==> config.mk <==
export PLATFORM = sky130hd
export DESIGN_NAME = prefix_adder
export DESIGN_NICKNAME = d
export VERILOG_FILES = /design/src/design/prefix_adder_pkg.sv /design/src/design/pgk_encode.sv /design/src/design/prefix_stage.sv /design/src/design/operand_delay.sv /design/src/design/sum_stage.sv /design/src/design/prefix_adder.sv
export SDC_FILE = /design/constraint.sdc
export NUM_CORES = 1
export LEC_CHECK = 0
export BUFFER_PORTS_ARGS = -buffer_cell sky130_fd_sc_hd__buf_2
export CORE_MARGIN = 4
export CORE_UTILIZATION = 57
export CTS_CLUSTER_SIZE = 12
export DETAILED_ROUTE_END_ITERATION = 10
export GPL_TIMING_DRIVEN = 0
export PLACE_DENSITY = 0.77
export SLEW_MARGIN = 30
export SYNTH_ARGS = -nofsm -noshare
export SYNTH_HDL_FRONTEND = slang
export SYNTH_SLANG_ARGS = --single-unit
==> constraint.sdc <==
create_clock -name clk -period 1 [get_ports clk]
set_input_delay 0.05 -clock clk [delete_from_list [all_inputs] [get_ports clk]]
set_output_delay 0.05 -clock clk [all_outputs]
set_load 0.02 [all_outputs]
==> src/design/prefix_adder_pkg.sv <==
package prefix_adder_pkg;

    // default operand width
    localparam int DATA_W = 32;

    // encode, three prefix stages, sum
    localparam int ADD_LATENCY = 5;

    // per-bit carry behavior
    typedef enum logic [1:0] {
        CARRY_KILL = 2'b00,
        CARRY_PROP = 2'b10,
        CARRY_GEN  = 2'b11
    } carry_code_e;

    // carry out for each value of the carry in
    typedef struct packed {
        logic upper;
        logic lower;
    } carry_bits_t;

    // named code when produced, raw bits when combined
    typedef union packed {
        carry_code_e code;
        carry_bits_t bits;
    } carry_state_u;

endpackage

==> src/design/pgk_encode.sv <==
`timescale 1ns/100ps

module pgk_encode
    import prefix_adder_pkg::*;
#(
    parameter int WIDTH = DATA_W
)
(
    input  logic                     clk,
    input  logic [WIDTH-1:0]         a,
    input  logic [WIDTH-1:0]         b,
    input  logic                     cin,
    output carry_state_u [WIDTH-1:0] pgk_q
);

    carry_state_u [WIDTH-1:0] pgk_d;
    logic                     maj0;

    // carry in folded into bit 0, so bit 0 is never propagate
    assign maj0 = (a[0] & b[0]) | (b[0] & cin) | (cin & a[0]);

    always_comb
    begin
        pgk_d[0].code = maj0 ? CARRY_GEN : CARRY_KILL;
        for (int i = 1; i < WIDTH; i++)
        begin
            if (a[i] & b[i])
                pgk_d[i].code = CARRY_GEN;
            else if (a[i] | b[i])
                pgk_d[i].code = CARRY_PROP;
            else
                pgk_d[i].code = CARRY_KILL;
        end
    end

    always_ff @(posedge clk)
    begin
        pgk_q <= pgk_d;
    end

endmodule

==> src/design/prefix_stage.sv <==
`timescale 1ns/100ps

module prefix_stage
    import prefix_adder_pkg::*;
#(
    parameter int WIDTH      = DATA_W,
    parameter int FIRST_SPAN = 1,
    parameter int LEVELS     = 1
)
(
    input  logic                     clk,
    input  carry_state_u [WIDTH-1:0] state_d,
    output carry_state_u [WIDTH-1:0] state_q
);

    // lvl[0] is the stage input, lvl[LEVELS] the value to register
    carry_state_u [WIDTH-1:0] lvl [LEVELS+1];

    // hi covers the upper bits of the group, lo the bits just below it
    function automatic carry_state_u combine(carry_state_u hi, carry_state_u lo);
        carry_state_u res;
        res.bits.upper = hi.bits.lower | (hi.bits.upper & lo.bits.upper);
        res.bits.lower = hi.bits.lower | (hi.bits.upper & lo.bits.lower);
        return res;
    endfunction

    always_comb
    begin
        int span;
        lvl[0] = state_d;
        for (int l = 0; l < LEVELS; l++)
        begin
            span = FIRST_SPAN << l;
            for (int i = 0; i < WIDTH; i++)
            begin
                // bits below the span already hold their final prefix
                if (i >= span)
                    lvl[l+1][i] = combine(lvl[l][i], lvl[l][i-span]);
                else
                    lvl[l+1][i] = lvl[l][i];
            end
        end
    end

    always_ff @(posedge clk)
    begin
        state_q <= lvl[LEVELS];
    end

endmodule

==> src/design/operand_delay.sv <==
`timescale 1ns/100ps

module operand_delay
    import prefix_adder_pkg::*;
#(
    parameter int WIDTH = DATA_W,
    parameter int DEPTH = 4
)
(
    input  logic             clk,
    input  logic             rst,
    input  logic [WIDTH-1:0] a,
    input  logic [WIDTH-1:0] b,
    input  logic             cin,
    input  logic             in_valid,
    output logic [WIDTH-1:0] half_sum,
    output logic             cin_dly,
    output logic             valid_dly
);

    logic [WIDTH-1:0] hs_pipe    [DEPTH];
    logic             cin_pipe   [DEPTH];
    logic             valid_pipe [DEPTH];

    always_ff @(posedge clk)
    begin
        hs_pipe[0]  <= a ^ b;
        cin_pipe[0] <= cin;
        for (int i = 1; i < DEPTH; i++)
        begin
            hs_pipe[i]  <= hs_pipe[i-1];
            cin_pipe[i] <= cin_pipe[i-1];
        end
    end

    always_ff @(posedge clk)
    begin
        if (rst)
        begin
            for (int i = 0; i < DEPTH; i++)
                valid_pipe[i] <= 1'b0;
        end
        else
        begin
            valid_pipe[0] <= in_valid;
            for (int i = 1; i < DEPTH; i++)
                valid_pipe[i] <= valid_pipe[i-1];
        end
    end

    assign half_sum  = hs_pipe[DEPTH-1];
    assign cin_dly   = cin_pipe[DEPTH-1];
    assign valid_dly = valid_pipe[DEPTH-1];

endmodule

==> src/design/sum_stage.sv <==
`timescale 1ns/100ps

module sum_stage
    import prefix_adder_pkg::*;
#(
    parameter int WIDTH = DATA_W
)
(
    input  logic                     clk,
    input  logic                     rst,
    input  carry_state_u [WIDTH-1:0] carry_state,
    input  logic [WIDTH-1:0]         half_sum,
    input  logic                     cin,
    input  logic                     valid,
    output logic [WIDTH-1:0]         sum,
    output logic                     cout,
    output logic                     out_valid
);

    logic [WIDTH-1:0] carry_in;

    // every prefix covers bit 0, so the upper field is the real carry
    always_comb
    begin
        carry_in[0] = cin;
        for (int i = 1; i < WIDTH; i++)
            carry_in[i] = carry_state[i-1].bits.upper;
    end

    always_ff @(posedge clk)
    begin
        sum  <= half_sum ^ carry_in;
        cout <= carry_state[WIDTH-1].bits.upper;
    end

    always_ff @(posedge clk)
    begin
        if (rst)
            out_valid <= 1'b0;
        else
            out_valid <= valid;
    end

endmodule

==> src/design/prefix_adder.sv <==
`timescale 1ns/100ps

module prefix_adder
    import prefix_adder_pkg::*;
#(
    parameter int WIDTH = DATA_W
)
(
    input  logic             clk,
    input  logic             rst,
    input  logic [WIDTH-1:0] a,
    input  logic [WIDTH-1:0] b,
    input  logic             cin,
    input  logic             in_valid,
    output logic [WIDTH-1:0] sum,
    output logic             cout,
    output logic             out_valid
);

    carry_state_u [WIDTH-1:0] pgk_q;
    carry_state_u [WIDTH-1:0] span2_q;
    carry_state_u [WIDTH-1:0] span8_q;
    carry_state_u [WIDTH-1:0] span16_q;

    logic [WIDTH-1:0] half_sum_dly;
    logic             cin_dly;
    logic             valid_dly;

    pgk_encode #(.WIDTH(WIDTH)) i_pgk_encode (
        .clk   (clk),
        .a     (a),
        .b     (b),
        .cin   (cin),
        .pgk_q (pgk_q)
    );

    // spans 1 and 2
    prefix_stage #(.WIDTH(WIDTH), .FIRST_SPAN(1), .LEVELS(2)) i_prefix_stage_0 (
        .clk     (clk),
        .state_d (pgk_q),
        .state_q (span2_q)
    );

    // spans 4 and 8
    prefix_stage #(.WIDTH(WIDTH), .FIRST_SPAN(4), .LEVELS(2)) i_prefix_stage_1 (
        .clk     (clk),
        .state_d (span2_q),
        .state_q (span8_q)
    );

    prefix_stage #(.WIDTH(WIDTH), .FIRST_SPAN(16), .LEVELS(1)) i_prefix_stage_2 (
        .clk     (clk),
        .state_d (span8_q),
        .state_q (span16_q)
    );

    // matches encode plus the three prefix stages
    operand_delay #(.WIDTH(WIDTH), .DEPTH(ADD_LATENCY - 1)) i_operand_delay (
        .clk       (clk),
        .rst       (rst),
        .a         (a),
        .b         (b),
        .cin       (cin),
        .in_valid  (in_valid),
        .half_sum  (half_sum_dly),
        .cin_dly   (cin_dly),
        .valid_dly (valid_dly)
    );

    sum_stage #(.WIDTH(WIDTH)) i_sum_stage (
        .clk         (clk),
        .rst         (rst),
        .carry_state (span16_q),
        .half_sum    (half_sum_dly),
        .cin         (cin_dly),
        .valid       (valid_dly),
        .sum         (sum),
        .cout        (cout),
        .out_valid   (out_valid)
    );

endmodule

==> results.cfg <==
[status]
status = finished clean

[timing]
slew_viol_final = 0
finalCritPeriodShare = 0.991
rsz0062_at_grt = yes
slew_headroom = 0.757
final.setup_skew_ns = 0.0116
hold_viol = 0
post-route-min-period_ns = 0.991
setup_slack_ns = 0.00868
setup_viol = 0
fmax_mhz = 1010
worst_pin_slew_ns = 0.361

[pwr]
p_sw_frac = 0.223
ir_drop_v = 0.00149
internal-power_w = 0.0249
netSwitchingPower_w = 0.00717
power_density_nw_per_um2 = 2430
p_clk_frac = 0.371
pwr-share-seq = 0.546
leakagePower_nw = 5.97
p_comb_frac = 0.083

[worst_setup_path]
required_ns = 0.95
worstPathCellList = buf_6
path_buf_inv = 1
crit_family = flip-flops
crit_fanout = 1
cp_slowest_stage_delay_ns = 0.33
crit_arrival_ns = 0.94
critPathLaunchType = register
worstSetupEndpointType = output port
crit_type = register to output port
cp_slowest_cell = dfxtp_2

[die]
fp.dieW_um = 144
die_y_um = 144
die-area_um2 = 20600
rows = 49
core_area_um2 = 18000
start_util = 0.581
io_pins = 102

[drt]
drc = 0
ant_nets = 0
dr_total_vias = 6383
wl_per_cell_um = 15.1
wirelength_mm = 19.6
drt-pass1-iter-count = 5
viasPerCell = 4.94
drt_iter0_drc = 287

[logic_synthesis]
synthCells = 849
synth.distinct_cells = 15
syn_nets = 980
ys_seq_elements = 373
ys_warn_count = 0
postSynthAreaPerCell_um2 = 12.3
ys_seq_area_frac = 0.714
syn-cell-area_um2 = 10500

[cts]
cts_buffer_depth = 3
clkLatencyLatePin_ns = 0.51
clkSlewWorstSetupHoldPaths_ns = 0.05
root_buffer = clkbuf_16
htree_levels = 2
post-cts-setup-buffer-count = 0
cts_buffers = 37
cts.sinks = 373
cts_tree = built

[finish]
drive_above_1_share = 0.177
nets = 1187
fin_cells = 1293
syn2layout_area_growth_pct = 26.2
final_cell_area_um2 = 13200
nFillCells = 1191
n_antenna_cell = 0

[place]
port_buffers = 101
pre_cts_ws_ns = 0.0149
placed_area_um2 = 11300
dp.cells = 1179
place_congestion = 0.865
hpwlAfterDp_mm = 12.6

[global_routing]
grt_max_degree = 13
use_met1 = 0.240
grt_usage = 0.195
antenna_found_initial = 2
met3_usage = 0.0386
grt_use_met2 = 0.345
overflow = 0
grt_first_pass_wirelength_mm = 31.3
grt_pass1_vias = 6518
grt_busiest_layer = met2

[run]
cap_viol_max_count = 0

[min_path]
hp-class = primary input to register
power by group through the flow:
stage / logic [W] / clock network, W / registers (W)
6_report: 0.00268 / 0.0119 / 0.0175
5_1_grt: 0.00296 / 0.0127 / 0.0177
4_1_cts: 0.00264 / 0.0121 / 0.0175
3_5_place_dp: 0.00210 / 0 / 0.0177
3_3_place_gp: 0.00204 / 0 / 0.0176
2_1_floorplan: 0.000939 / 0 / 0.0178
Yosys cell counts:
master    count  area share
a211oi_1     10      0.0072
a21o_1       21       0.015
a21oi_1      88       0.042
a21oi_2       5      0.0042
dfxtp_1     373        0.71
ha_1         63       0.075
inv_1        65       0.023
inv_2         2     0.00072
nand2_1      49       0.018
nand2b_1     32       0.019
nor2b_1       5      0.0030
o21ai_0      64       0.031
o21ai_1      30       0.014
o21bai_1     10      0.0072
xor2_1       32       0.027
cell families after synthesis:
logic type                 Yosys count  share of synthesized area
DFF                                373                      0.714
AOI/OAI and AO/OA                  228                      0.121
and+or+nand+nor                     86                     0.0397
buffers and inverters               67                     0.0240
adders and majority gates           63                     0.0753
xor gates and xnor gates            32                     0.0268
metrics by stage:
| step | total power [W] | hold WS [ns] | util | TNS [ns] |
|---|---|---|---|---|
| floorplan | 0.0187 | 0.0777 | - | 0 |
| global route | 0.0334 | 0.207 | 0.733 | -0.354 |
| detailed placement | 0.0198 | 0.169 | 0.625 | 0 |
| global placement | 0.0197 | 0.163 | 0.625 | 0 |
| finish | 0.0321 | 0.187 | 0.733 | 0 |
| CTS | 0.0322 | 0.174 | 0.731 | -0.0377 |
state kept, by name (all words and copies together), names as in the netlist:
| name | cells |
|---|---|
| i_operand_delay.hs_pipe | 128 |
| i_pgk_encode.pgk_q | 63 |
| i_prefix_stage_0.state_q | 60 |
| i_prefix_stage_1.state_q | 48 |
| i_prefix_stage_2.state_q | 32 |
| i_sum_stage.sum | 32 |
| i_operand_delay.cin_pipe | 4 |
| i_operand_delay.valid_pipe | 4 |
| i_sum_stage.cout | 1 |
| i_sum_stage.out_valid | 1 |
final timing paths:
kind | start | endpoint | slack, ns | cells after the start
max reg2reg | i_pgk_encode.pgk_q[51] | i_prefix_stage_0.state_q[51] | 0.02 | 2
max | i_sum_stage.sum[25] | sum[25] | 0.009 | 1
min | cin | i_operand_delay.cin_pipe[0] | 0.19 | 2
min reg2reg | i_operand_delay.hs_pipe[2][8] | i_operand_delay.hs_pipe[3][8] | 0.32 | 0
area by class of cell:
type                            count  area (um2)  area share
Clock buffer                       44         995      0.0753
Clock inverter                      3        18.8     0.00142
Inverter                           67         251      0.0190
Multi-Input combinational cell    409        2760       0.209
Sequential cell                   373        7510       0.568
Tap cell                          229         287      0.0217
Timing Repair Buffer              168        1390       0.105
placed cells by master (no fill, tap or decap):
| master | count |
|---|---|
| dfxtp_1 | 339 |
| a21oi_1 | 84 |
| dlygate4sd3_1 | 67 |
| buf_2 | 67 |
| inv_1 | 65 |
| ha_1 | 63 |
| o21ai_0 | 61 |
| nand2_1 | 49 |
| clkbuf_16 | 39 |
| dfxtp_2 | 34 |
| buf_6 | 34 |
| o21ai_1 | 33 |
| nand2b_1 | 32 |
| xor2_1 | 32 |
| a21o_1 | 21 |
| a211oi_1 | 10 |
| o21bai_1 | 10 |
| a21oi_2 | 9 |
| nor2b_1 | 5 |
| clkbuf_1 | 5 |
| inv_2 | 2 |
| clkinv_2 | 2 |
| inv_6 | 1 |
timing repair:
| action | in CTS | in global routing |
|---|---|---|
| resized for setup | 92 | 17 |
| setup endpoints to repair | 34 | 42 |
| endpoints found under the hold margin | 101 | 0 |
| hold buffers | 67 | 0 |
metal layers:
| layer | vias up | routed length [um] | part of all wire |
|---|---|---|---|
| met5 | - | 0 | 0 |
| met4 | 0 | 383 | 0.020 |
| met3 | 33 | 1010 | 0.052 |
| met2 | 173 | 9820 | 0.50 |
| met1 | 2974 | 8350 | 0.43 |
| li1 | 3203 | - | - |
Power figures use the tool's default switching activity.
